<file path="config.mk">
export PLATFORM = sky130hd
export DESIGN_NAME = exec_core
export DESIGN_NICKNAME = d
export VERILOG_FILES = /design/src/rtl/exec_pkg.sv /design/src/rtl/exec_control.sv /design/src/rtl/instr_decode.sv /design/src/rtl/reg_file.sv /design/src/rtl/alu_unit.sv /design/src/rtl/branch_unit.sv /design/src/rtl/csr_file.sv /design/src/rtl/exec_core.sv
export SDC_FILE = /design/constraint.sdc
export NUM_CORES = 2
export LEC_CHECK = 0
export BUFFER_PORTS_ARGS = -buffer_cell sky130_fd_sc_hd__buf_2
export CORE_AREA = 4 4 430 432
export DETAILED_ROUTE_END_ITERATION = 16
export DIE_AREA = 0 0 434 436
export PLACE_DENSITY = 0.55
export SLEW_MARGIN = 30
export SYNTH_ARGS = -nofsm -noshare
export SYNTH_HDL_FRONTEND = slang
export SYNTH_SLANG_ARGS = --single-unit
</file>
<file path="constraint.sdc">
create_clock -name clock -period 11.8 [get_ports clock]
set_clock_uncertainty 0.05 [all_clocks]
set_input_delay 0.59 -clock clock [delete_from_list [all_inputs] [get_ports clock]]
set_output_delay 0.59 -clock clock [all_outputs]
set_load 0.03 [all_outputs]
</file>
<file path="src/rtl/exec_pkg.sv">
package exec_pkg;

	////////////////////////////////////////////////////////////////////////////
	// Instruction encodings
	////////////////////////////////////////////////////////////////////////////

	// Major opcodes handled by the execute stage, bits [6:0] of the word
	typedef enum logic [6:0] {
		op_lui    = 7'b0110111,
		op_auipc  = 7'b0010111,
		op_jal    = 7'b1101111,
		op_jalr   = 7'b1100111,
		op_branch = 7'b1100011,
		op_imm    = 7'b0010011,
		op_reg    = 7'b0110011,
		op_system = 7'b1110011
	} opcode_e;

	typedef enum logic [2:0] {
		type_r = 3'd0,
		type_i = 3'd1,
		type_s = 3'd2,
		type_b = 3'd3,
		type_u = 3'd4,
		type_j = 3'd5
	} instr_type_e;

	typedef enum logic [3:0] {
		alu_add   = 4'd0,
		alu_sub   = 4'd1,
		alu_and   = 4'd2,
		alu_xor   = 4'd3,
		alu_or    = 4'd4,
		alu_srl   = 4'd5,
		alu_sra   = 4'd6,
		alu_sll   = 4'd7,
		alu_less  = 4'd8,
		alu_uless = 4'd9
	} alu_op_e;

	////////////////////////////////////////////////////////////////////////////
	// Control and CSR
	////////////////////////////////////////////////////////////////////////////

	typedef enum logic [1:0] {
		state_idle  = 2'd0,
		state_exec  = 2'd1,
		state_write = 2'd2,
		state_ack   = 2'd3
	} ctrl_state_e;

	localparam logic [11:0] csr_scratch_addr = 12'h340; // mscratch

endpackage

</file>
<file path="src/rtl/exec_control.sv">
`timescale 1ns/1ps

module exec_control (
	input  logic        clock,
	input  logic        reset,
	input  logic        req,
	input  logic [31:0] instr,
	input  logic [31:0] pc,
	input  logic [31:0] alu_val,
	input  logic [31:0] csr_old,
	input  logic        rd_write,
	input  logic        csr_en,
	input  logic        illegal_op,
	input  logic        jump_taken,
	input  logic [31:0] jump_pc,
	output logic        ack,
	output logic        commit,
	output logic        taken,
	output logic        illegal,
	output logic [31:0] instr_q,
	output logic [31:0] pc_q,
	output logic [31:0] wb_data,
	output logic [31:0] result,
	output logic [31:0] next_pc
);

	exec_pkg::ctrl_state_e state;

	// Write-back select, shared by the register file and the result register
	assign wb_data = !rd_write ? 32'b0 :
	                 csr_en    ? csr_old :
	                             alu_val;

	assign commit = (state == exec_pkg::state_write); // Writes land on the edge leaving this state

	// Request payload, captured once per transaction
	always_ff @(posedge clock) begin
		if (state == exec_pkg::state_idle && req) begin
			instr_q <= instr;
			pc_q    <= pc;
		end
	end

	always_ff @(posedge clock) begin
		if (reset) begin
			state   <= exec_pkg::state_idle;
			ack     <= 1'b0;
			result  <= 32'b0;
			next_pc <= 32'b0;
			taken   <= 1'b0;
			illegal <= 1'b0;
		end else begin
			case (state)
				exec_pkg::state_idle: begin
					if (req)
						state <= exec_pkg::state_exec;
				end
				exec_pkg::state_exec: begin
					state <= exec_pkg::state_write; // Decode and execute settle in this cycle
				end
				exec_pkg::state_write: begin
					result  <= wb_data;
					next_pc <= jump_pc;
					taken   <= jump_taken;
					illegal <= illegal_op;
					ack     <= 1'b1;
					state   <= exec_pkg::state_ack;
				end
				exec_pkg::state_ack: begin
					// Outputs stay frozen until the requester lets go of req
					if (!req) begin
						ack   <= 1'b0;
						state <= exec_pkg::state_idle;
					end
				end
				default: state <= exec_pkg::state_idle;
			endcase
		end
	end

	ack_in_ack_state: assert property (@(posedge clock) disable iff (reset)
		ack |-> (state == exec_pkg::state_ack));

	// The requester must hold req for the whole of a transaction
	req_held_in_flight: assert property (@(posedge clock) disable iff (reset)
		(state == exec_pkg::state_exec || state == exec_pkg::state_write) |-> req);

endmodule

</file>
<file path="src/rtl/instr_decode.sv">
`timescale 1ns/1ps

module instr_decode (
	input  logic                  [31:0] instr_q,
	output logic                  [4:0]  rs1,
	output logic                  [4:0]  rs2,
	output logic                  [4:0]  rd,
	output logic                  [31:0] imm,
	output exec_pkg::instr_type_e        itype,
	output exec_pkg::alu_op_e            alu_op,
	output exec_pkg::opcode_e            opcode,
	output logic                  [2:0]  funct3,
	output logic                  [11:0] csr_addr,
	output logic                         rd_write,
	output logic                         csr_en,
	output logic                         illegal_op
);

	logic alt; // funct7 bit 5, picks sub and sra

	assign opcode   = exec_pkg::opcode_e'(instr_q[6:0]);
	assign rd       = instr_q[11:7];
	assign funct3   = instr_q[14:12];
	assign rs1      = instr_q[19:15];
	assign rs2      = instr_q[24:20];
	assign csr_addr = instr_q[31:20];
	assign alt      = instr_q[30];

	// Format, write enables and legality from the major opcode
	always_comb begin
		itype      = exec_pkg::type_r;
		rd_write   = 1'b1;
		csr_en     = 1'b0;
		illegal_op = 1'b0;
		case (opcode)
			exec_pkg::op_lui,
			exec_pkg::op_auipc:  itype = exec_pkg::type_u;
			exec_pkg::op_jal:    itype = exec_pkg::type_j;
			exec_pkg::op_jalr,
			exec_pkg::op_imm:    itype = exec_pkg::type_i;
			exec_pkg::op_reg:    itype = exec_pkg::type_r;
			exec_pkg::op_branch: begin
				itype    = exec_pkg::type_b;
				rd_write = 1'b0;
			end
			exec_pkg::op_system: begin
				itype = exec_pkg::type_i;
				if (funct3 == 3'b001 || funct3 == 3'b010) begin
					csr_en = 1'b1; // csrrw or csrrs
				end else begin
					rd_write   = 1'b0;
					illegal_op = 1'b1;
				end
			end
			default: begin
				rd_write   = 1'b0;
				illegal_op = 1'b1;
			end
		endcase
	end

	// Sign-extended immediate per format
	always_comb begin
		case (itype)
			exec_pkg::type_i: imm = {{20{instr_q[31]}}, instr_q[31:20]};
			exec_pkg::type_s: imm = {{20{instr_q[31]}}, instr_q[31:25], instr_q[11:7]};
			exec_pkg::type_b: imm = {{19{instr_q[31]}}, instr_q[31], instr_q[7],
			                         instr_q[30:25], instr_q[11:8], 1'b0};
			exec_pkg::type_u: imm = {instr_q[31:12], 12'b0};
			exec_pkg::type_j: imm = {{11{instr_q[31]}}, instr_q[31], instr_q[19:12],
			                         instr_q[20], instr_q[30:21], 1'b0};
			default:          imm = 32'b0;
		endcase
	end

	always_comb begin
		alu_op = exec_pkg::alu_add; // Address and link arithmetic for the other formats
		if (itype == exec_pkg::type_i || itype == exec_pkg::type_r) begin
			case (funct3)
				3'b000: alu_op = (itype == exec_pkg::type_r && alt) ? exec_pkg::alu_sub
				                                                      : exec_pkg::alu_add;
				3'b001: alu_op = exec_pkg::alu_sll;
				3'b010: alu_op = exec_pkg::alu_less;
				3'b011: alu_op = exec_pkg::alu_uless;
				3'b100: alu_op = exec_pkg::alu_xor;
				3'b101: alu_op = alt ? exec_pkg::alu_sra : exec_pkg::alu_srl;
				3'b110: alu_op = exec_pkg::alu_or;
				default: alu_op = exec_pkg::alu_and;
			endcase
		end
	end

endmodule

</file>
<file path="src/rtl/reg_file.sv">
`timescale 1ns/1ps

module reg_file #(
	parameter int reg_count = 32
) (
	input  logic        clock,
	input  logic        reset,
	input  logic [4:0]  rs1,
	input  logic [4:0]  rs2,
	input  logic [4:0]  rd,
	input  logic        rd_write,
	input  logic        commit,
	input  logic [31:0] wdata,
	output logic [31:0] src1,
	output logic [31:0] src2
);

	localparam int addr_w = $clog2(reg_count);

	logic [31:0] regs [reg_count];

	// x0 and anything past the implemented registers read as zero
	assign src1 = (rs1 == 5'd0 || rs1 >= reg_count) ? 32'b0 : regs[rs1[addr_w-1:0]];
	assign src2 = (rs2 == 5'd0 || rs2 >= reg_count) ? 32'b0 : regs[rs2[addr_w-1:0]];

	always_ff @(posedge clock) begin
		if (reset) begin
			for (int i = 0; i < reg_count; i++)
				regs[i] <= 32'b0;
		end else if (commit && rd_write && rd != 5'd0 && rd < reg_count) begin
			regs[rd[addr_w-1:0]] <= wdata;
		end
	end

	// An RV32E build must never see a destination in x16..x31
	rd_in_range: assert property (@(posedge clock) disable iff (reset)
		(commit && rd_write) |-> (rd < reg_count));

endmodule

</file>
<file path="src/rtl/alu_unit.sv">
`timescale 1ns/1ps

module alu_unit (
	input  exec_pkg::opcode_e        opcode,
	input  exec_pkg::alu_op_e        alu_op,
	input  logic              [31:0] src1,
	input  logic              [31:0] src2,
	input  logic              [31:0] imm,
	input  logic              [31:0] pc_q,
	output logic              [31:0] alu_val
);

	logic [31:0] lop;
	logic [31:0] rop;
	logic [31:0] diff;
	logic        borrow;
	logic        less;
	logic [4:0]  shamt;

	////////////////////////////////////////////////////////////////////////////
	// Operand selection
	////////////////////////////////////////////////////////////////////////////

	always_comb begin
		case (opcode)
			exec_pkg::op_lui:   lop = 32'b0;
			exec_pkg::op_auipc,
			exec_pkg::op_jal,
			exec_pkg::op_jalr:  lop = pc_q;
			default:            lop = src1;
		endcase
	end

	always_comb begin
		case (opcode)
			exec_pkg::op_lui,
			exec_pkg::op_auipc,
			exec_pkg::op_imm:   rop = imm;
			exec_pkg::op_jal,
			exec_pkg::op_jalr:  rop = 32'd4; // Link value is pc + 4
			default:            rop = src2;
		endcase
	end

	////////////////////////////////////////////////////////////////////////////
	// Operations
	////////////////////////////////////////////////////////////////////////////

	assign {borrow, diff} = {1'b0, lop} - {1'b0, rop};
	assign shamt = rop[4:0];

	// Signed compare: a negative left side wins, otherwise same signs use the difference
	assign less = (lop[31] & ~rop[31]) | (~(lop[31] ^ rop[31]) & diff[31]);

	always_comb begin
		case (alu_op)
			exec_pkg::alu_add:   alu_val = lop + rop;
			exec_pkg::alu_sub:   alu_val = diff;
			exec_pkg::alu_and:   alu_val = lop & rop;
			exec_pkg::alu_xor:   alu_val = lop ^ rop;
			exec_pkg::alu_or:    alu_val = lop | rop;
			exec_pkg::alu_srl:   alu_val = lop >> shamt;
			exec_pkg::alu_sra:   alu_val = $unsigned($signed(lop) >>> shamt);
			exec_pkg::alu_sll:   alu_val = lop << shamt;
			exec_pkg::alu_less:  alu_val = {31'b0, less};
			exec_pkg::alu_uless: alu_val = {31'b0, borrow}; // Borrow out means lop < rop
			default:             alu_val = 32'b0;
		endcase
	end

endmodule

</file>
<file path="src/rtl/branch_unit.sv">
`timescale 1ns/1ps

module branch_unit (
	input  exec_pkg::opcode_e           opcode,
	input  exec_pkg::instr_type_e       itype,
	input  logic                 [2:0]  funct3,
	input  logic                 [31:0] src1,
	input  logic                 [31:0] src2,
	input  logic                 [31:0] imm,
	input  logic                 [31:0] pc_q,
	output logic                        jump_taken,
	output logic                 [31:0] jump_pc
);

	logic [31:0] diff;
	logic        borrow;
	logic        equal;
	logic        less;
	logic        cond;
	logic [31:0] base;

	assign {borrow, diff} = {1'b0, src1} - {1'b0, src2};
	assign equal = ~|diff;
	assign less  = (src1[31] & ~src2[31]) | (~(src1[31] ^ src2[31]) & diff[31]);

	always_comb begin
		case (funct3)
			3'b000:  cond = equal;   // beq
			3'b001:  cond = ~equal;  // bne
			3'b100:  cond = less;    // blt
			3'b101:  cond = ~less;   // bge
			3'b110:  cond = borrow;  // bltu
			3'b111:  cond = ~borrow; // bgeu
			default: cond = 1'b0;
		endcase
	end

	assign jump_taken = (opcode == exec_pkg::op_jal) || (opcode == exec_pkg::op_jalr) ||
	                    (itype == exec_pkg::type_b && cond);

	// Only jalr is register relative
	assign base    = (itype == exec_pkg::type_i) ? src1 : pc_q;
	assign jump_pc = jump_taken ? base + imm : pc_q + 32'd4;

endmodule

</file>
<file path="src/rtl/csr_file.sv">
`timescale 1ns/1ps

module csr_file (
	input  logic        clock,
	input  logic        reset,
	input  logic        csr_en,
	input  logic        commit,
	input  logic [2:0]  funct3,
	input  logic [11:0] csr_addr,
	input  logic [31:0] src1,
	output logic [31:0] csr_old
);

	logic [31:0] scratch;
	logic        hit;

	assign hit     = (csr_addr == exec_pkg::csr_scratch_addr);
	assign csr_old = hit ? scratch : 32'b0; // Unimplemented CSRs read zero

	always_ff @(posedge clock) begin
		if (reset) begin
			scratch <= 32'b0;
		end else if (commit && csr_en && hit) begin
			case (funct3)
				3'b001:  scratch <= src1;           // csrrw
				3'b010:  scratch <= scratch | src1; // csrrs
				default: scratch <= scratch;
			endcase
		end
	end

endmodule

</file>
<file path="src/rtl/exec_core.sv">
`timescale 1ns/1ps

module exec_core #(
	parameter int reg_count = 32
) (
	input  logic        clock,
	input  logic        reset,
	input  logic        req,
	input  logic [31:0] instr,
	input  logic [31:0] pc,
	output logic        ack,
	output logic [31:0] result,
	output logic [31:0] next_pc,
	output logic        taken,
	output logic        illegal
);

	logic [31:0]           instr_q;
	logic [31:0]           pc_q;
	logic                  commit;
	logic [31:0]           wb_data;
	logic [4:0]            rs1;
	logic [4:0]            rs2;
	logic [4:0]            rd;
	logic [31:0]           imm;
	exec_pkg::instr_type_e itype;
	exec_pkg::alu_op_e     alu_op;
	exec_pkg::opcode_e     opcode;
	logic [2:0]            funct3;
	logic [11:0]           csr_addr;
	logic                  rd_write;
	logic                  csr_en;
	logic                  illegal_op;
	logic [31:0]           src1;
	logic [31:0]           src2;
	logic [31:0]           alu_val;
	logic [31:0]           csr_old;
	logic                  jump_taken;
	logic [31:0]           jump_pc;

	////////////////////////////////////////////////////////////////////////////
	// Control and decode
	////////////////////////////////////////////////////////////////////////////

	exec_control control0 (
		.clock(clock), .reset(reset), .req(req), .instr(instr), .pc(pc),
		.alu_val(alu_val), .csr_old(csr_old), .rd_write(rd_write), .csr_en(csr_en),
		.illegal_op(illegal_op), .jump_taken(jump_taken), .jump_pc(jump_pc),
		.ack(ack), .commit(commit), .taken(taken), .illegal(illegal),
		.instr_q(instr_q), .pc_q(pc_q), .wb_data(wb_data),
		.result(result), .next_pc(next_pc)
	);

	instr_decode decode0 (
		.instr_q(instr_q), .rs1(rs1), .rs2(rs2), .rd(rd), .imm(imm),
		.itype(itype), .alu_op(alu_op), .opcode(opcode), .funct3(funct3),
		.csr_addr(csr_addr), .rd_write(rd_write), .csr_en(csr_en),
		.illegal_op(illegal_op)
	);

	////////////////////////////////////////////////////////////////////////////
	// State and execution units
	////////////////////////////////////////////////////////////////////////////

	reg_file #(.reg_count(reg_count)) regs0 (
		.clock(clock), .reset(reset), .rs1(rs1), .rs2(rs2), .rd(rd),
		.rd_write(rd_write), .commit(commit), .wdata(wb_data),
		.src1(src1), .src2(src2)
	);

	alu_unit alu0 (
		.opcode(opcode), .alu_op(alu_op), .src1(src1), .src2(src2),
		.imm(imm), .pc_q(pc_q), .alu_val(alu_val)
	);

	branch_unit branch0 (
		.opcode(opcode), .itype(itype), .funct3(funct3), .src1(src1), .src2(src2),
		.imm(imm), .pc_q(pc_q), .jump_taken(jump_taken), .jump_pc(jump_pc)
	);

	csr_file csr0 (
		.clock(clock), .reset(reset), .csr_en(csr_en), .commit(commit),
		.funct3(funct3), .csr_addr(csr_addr), .src1(src1), .csr_old(csr_old)
	);

endmodule

</file>
# --- Word-level counts from Yosys, hierarchy flattened ---
# Memories as Yosys holds them, arrays and structs flattened. A register that Yosys moved wholly into a read port is not among the register bits.
# Cells that the tools add are included.
word_totals:
  reg_bits: 165
  mem_bits_rw: 1024
  in_bits: 67
  output_inout_bits: 67
  wordCells: 142
  n_memories: 1
memory_table:
  columns: ["name", "words", "word_bits", "rd", "rd_clocked_by_memory_dff", "write_ports", "line", "source"]
  rows:
  - ["regs0.regs", 32, 32, 2, 2, 32, "reg_file.sv:20", "logic [31:0] regs [reg_count];"]
op_classes:
  add_sub_neg: 5
  n_eq_ne: 35
  n_shift: 3
  mux: 38
  bitwise_logic: 18
  n_reduce_logical: 33
op_table:
  columns: ["op", "n"]
  rows:
  - ["32-bit case mux with 10 select lines", 1]
  - ["32-bit 2-to-1 mux", 8]
  - ["32-bit case mux with 2 select lines", 3]
  - ["32-bit case mux with 5 select lines", 1]
  - ["32-bit by 32-bit subtractor with 33-bit output", 2]
  - ["32-bit adder", 2]
  - ["32-bit OR", 2]
  - ["32-bit OR reduction", 2]
  - ["32-bit by 3-bit adder with 32-bit output, second input constant", 1]
  - ["32-bit AND", 1]
  - ["32-bit by 5-bit left shift with 32-bit output", 1]
  - ["32-bit by 5-bit right shift with 32-bit output", 1]
  - ["32-bit by 5-bit >>> shifter with 32-bit output", 1]
  - ["32-bit bitwise XOR", 1]
  - ["7-bit equality test, second input constant", 4]
  - ["4-bit case mux with 7 select lines", 1]
  - ["3-bit equality test, second input constant", 6]
  - ["4-bit by 3-bit equality test with 1-bit output, second input constant", 4]
  - ["5-bit 2-to-1 mux", 3]
  - ["7-bit by 5-bit equality test with 1-bit output, second input constant", 2]
  - ["7-bit by 6-bit equality test with 1-bit output, second input constant", 2]
  - ["12-bit by 10-bit equality test with 1-bit output, second input constant", 1]
  - ["3-bit by 2-bit equality test with 1-bit output, second input constant", 4]
  - ["3-bit case mux with 4 select lines", 1]
  - ["31 further kinds", 77]

# --- Logic depth before layout (Yosys ltp) ---
logic_depth:
  depth_word: 14
  mapped_depth: 39
  ltp_nobuf: 31

# --- Cells and area by module ---
# From an unflattened synthesis, not the netlist that was laid out.
hier_totals:
  cells_unflattened: 6498
  hier_area_um2: 77100.2
modules_own_cells:
  columns: ["mod", "instances", "cells_per_inst", "area_each_um2", "seq_area_each_um2"]
  rows:
  - ["reg_file", 1, 3495, 54138.2, 30749.5]
  - ["alu_unit", 1, 1539, 10128.5, 0.0]
  - ["branch_unit", 1, 739, 5144.9, 0.0]
  - ["exec_control", 1, 370, 4964.8, 3303.2]
  - ["csr_file", 1, 210, 1752.9, 640.6]
  - ["instr_decode", 1, 145, 970.9, 0.0]

# --- Least setup slack after synthesis ---
# Ideal clock, no wire load.
synth_timing:
  path_kind: "register to register"
  startpoint: "register with a tool-made name"
  endpoint: "register control0.next_pc[31]"
  setup_time_ns: 0.070
  arrival_ns: 8.130
  required_ns: 11.680
  slack_ns: 3.549
  path_stages_with_launch: 38
  n_path_buf: 7
  period_less_slack_ns: 8.251
  cell_sequence: "dfxtp_1 buf_4 buf_4 clkbuf_1 buf_1 buf_1 mux4_2 mux4_2 mux2i_1 nor2_1 inv_1 ha_1 clkbuf_1 a21oi_1 nand3b_1 o21ai_0 a21oi_1 o41a_1 [2 not listed] a21oi_1 nor2b_1 o21ai_0 nand2b_1 a21oi_1 fa_1 o2111ai_1 a211oi_1 nand4_1 nor4_1 o2111ai_1 a2111oi_0 nand4_1 o41a_1 a211o_1 clkbuf_1 o41ai_1 o2bb2ai_1"
synth_lines:
  columns: ["element", "line", "source"]
  rows:
  - ["end signal, assigned", "exec_control.sv:63", "next_pc <= jump_pc;"]
  - ["end, declared", "exec_control.sv:24", "output logic [31:0] next_pc"]

==> flow_summary.json <==
{
  "status": "complete, no violations",
  "vias": 61772,
  "seqPwrFrac": 0.196,
  "synth.area.top_cells": "edfxtp_1 44%, mux4_2 11%, mux2i_1 7.9%",
  "pin_count": 134,
  "p_sw_frac": 0.5198,
  "cts_inserted_buffers": 140,
  "gp_congestion": 1.030,
  "wirelength_um": 347200,
  "drive_above_1_share": 0.1792,
  "syn_inst": 6640,
  "cts_tree": "done",
  "grt_pass1_wl_um": 475200,
  "nNetsFinal": 6918,
  "cts_htree_levels": 4,
  "hold_violations": 0,
  "path_delay_family": "compound AO/OA/AOI/OAI gates",
  "synth_top_family_by_area": "multiplexers",
  "grt-ovfl-total": 0,
  "postCtsSetupBuffers": 0,
  "start_util": 0.4099,
  "clockBufferDepth": 3,
  "maxCapViolCount": 0,
  "cp_max_fo": 34,
  "routed.top_layer": "met5",
  "min_path_type": "in2reg",
  "critPathLaunchType": "flip-flop",
  "track_usage": 0.3579,
  "layout_min_cycle_time_ns": 10.13,
  "p_clk_frac": 0.161,
  "cts-resized-gates": 0,
  "drtIter0Drc": 9715,
  "power_density_nw_per_um2": 327.2,
  "root_buffer": "clkbuf_16",
  "tns_ns": 0,
  "leakage_uw": 0.03007,
  "area_delta_synth_final_pct": 12.18,
  "synth-xor-area-share": 0.008994,
  "cp-end-kind": "flip-flop",
  "post_drt_wl_per_cell_um": 37.86,
  "met3_length_um": 36900,
  "rsz0062_at_grt": "no",
  "yosysTopAreaCell": "edfxtp_1",
  "synthArstFlopShare": 0,
  "ys_warn_count": 0,
  "synth-compound-area-share": 0.1202,
  "crit_arrival_ns": 10.76,
  "antenna_found_initial": 13,
  "std_cell_rows": 156,
  "vias_per_cell": 6.737,
  "cts.clk_slew.worst_paths_ns": 0.06,
  "critPathRequiredTime_ns": 12.44,
  "synth-adder-area-share": 0.02952,
  "whs_ns": 0.08070,
  "crit_buf_inv": 3,
  "p_comb_frac": 0.643,
  "numClockSinks": 1199,
  "p_int_uw": 13050,
  "final_max_slew_viol_count": 0,
  "synth_cell_types": 105,
  "fp.dieH_um": 436,
  "synthesis.area_um2": 74010,
  "slew_headroom": 0.2134,
  "critPathKind": "reg2reg",
  "drt_pass1_iterations": 9,
  "portBuffers": 133,
  "clock_latency_ns": 0.83,
  "dp_hpwl_um": 234100,
  "min_period_over_period": 0.8581,
  "wl_met1_um": 133500,
  "worst_slew_pin_slew_ns": 1.168,
  "die_area_um2": 189200,
  "switchingPower_uw": 14120,
  "slowest_delay_ns": 0.84,
  "ys_ff_latch": 1199,
  "met2_length_um": 152000,
  "synthSimpleGateAreaFrac": 0.1221,
  "avgSynthCellArea_um2": 11.15,
  "ys.flop_type": "edfxtp_1",
  "core_area_um2": 180500,
  "synth-seq-area-share": 0.4715,
  "die_w_um": 434,
  "max_freq_mhz": 98.76,
  "grt_pass1_vias": 58794,
  "ant_nets": 0,
  "peakVddDrop_uv": 216.8,
  "setup_viol_count_final": 0,
  "drc": 0,
  "crit_slowest_cell": "dfxtp_4",
  "synth_top_area_share": 0.4415,
  "grt_max_degree": 125,
  "synth_edf_count": 1088,
  "synthMuxAreaShare": 0.2031
}
## cell usage after synthesis (all sizes together) (32+ instances only)
master     n
a211oi    78
a21o      69
a21oi    342
a22oi    255
a31oi     42
buf      238
clkbuf   354
dfxtp    111
edfxtp  1088
ha       165
inv      150
mux2      81
mux2i    587
mux4     366
nand2    418
nand3    100
nand4     32
nor2    1125
nor3     195
nor3b     41
o211ai    44
o21ai    184
o22ai     44
xnor2     54
## kinds of logic after synthesis
kind of cell,Yosys count
flops,1199
mux,1034
other cells,1
compound gates,1321
simple gates,2095
fa+ha+maj,171
buf+inv,743
xor+xnor,76
## stage by stage
stage / instances / worst slack (ns) / instance area, um2 / total power [uW] / util
after global routing: 9165 / 1.129 / 83010 / 27960 / 0.4598
after global placement: 8841 / 1.710 / 77740 / 22160 / 0.4306
final: 9169 / 1.675 / 83020 / 27170 / 0.4598
after CTS: 9163 / 1.960 / 82990 / 26490 / 0.4596
after floorplan: 6671 / 3.549 / 74120 / 15680 / -
after detailed placement: 8844 / 2.015 / 77840 / 22070 / 0.4311
## state kept, by name, indices dropped and copies added (netlist names), named ones only
signal            flops
control0.result      32
regs0.regs         1024
control0.next_pc     32
control0.state        2
control0.instr_q     32
csr0.scratch         32
control0.taken        1
control0.illegal      1
control0.ack          1
control0.pc_q        32
## timing repair
item	CTS	global route
endpoints found under the hold margin	68	0
setup endpoints to repair	0	0
hold buffers	64	0
## placed cells by master (no fill, tap or decap), drive strengths merged, types with 27 or more instances in the layout
cell type    instances
a211oi              78
a21o                69
a21oi              342
a22oi              255
a31oi               42
buf                395
clkbuf             183
clkinv              48
conb                32
dfxtp              111
dlygate4sd3         64
edfxtp            1088
ha                 165
inv                159
mux2                81
mux2i              587
mux4               366
nand2              418
nand3              100
nand4               32
nor2              1125
nor2b               27
nor3               195
nor3b               41
o211ai              44
o21ai              184
o22ai               44
xnor2               54
## path summary, 6_finish.rpt
check | startpoint | end | slack, ns | cells past startpoint
max | flip-flop | control0.next_pc[15] | 1.67 | 32
min | req | control0.ack | 0.08 | 3
max reg2reg | flip-flop | control0.next_pc[15] | 1.67 | 32
min reg2reg | control0.result[10] | control0.result[10] | 0.40 | 2
## final cells by class
| type | instances | area [um2] |
|---|---|---|
| Fill cell | 16489 | 97530 |
| Multi-Input combinational cell | 4729 | 36530 |
| Sequential cell | 1199 | 34920 |
| Clock buffer | 183 | 3739 |
| Timing Repair Buffer | 459 | 3508 |
| Tap cell | 2370 | 2965 |
| Clock inverter | 72 | 767.0 |
| Inverter | 151 | 581.8 |
| Antenna cell | 6 | 15.01 |
## routing by layer
metal,track usage,vias up
met5,0,-
met4,0.2093,6
met3,0.08205,827
met2,0.5350,4180
met1,0.4766,31590
li1,-,25169
## power by group through the flow
stage	Sequential (uW)	Clock (uW)	Combinational, uW
4_1_cts	5310	4400	16800
3_3_place_gp	5390	0	16800
3_5_place_dp	5400	0	16700
5_1_grt	5330	4580	18100
2_1_floorplan	5150	0	10500
6_report	5320	4380	17500
## tightest hold or removal path: cells and delay by family
family	cells	cell delay (ns)
AOI/OAI and AO/OA	2	0.20
buffers and inverters	1	0.11
Note: power is estimated with default switching activity, not from simulation.
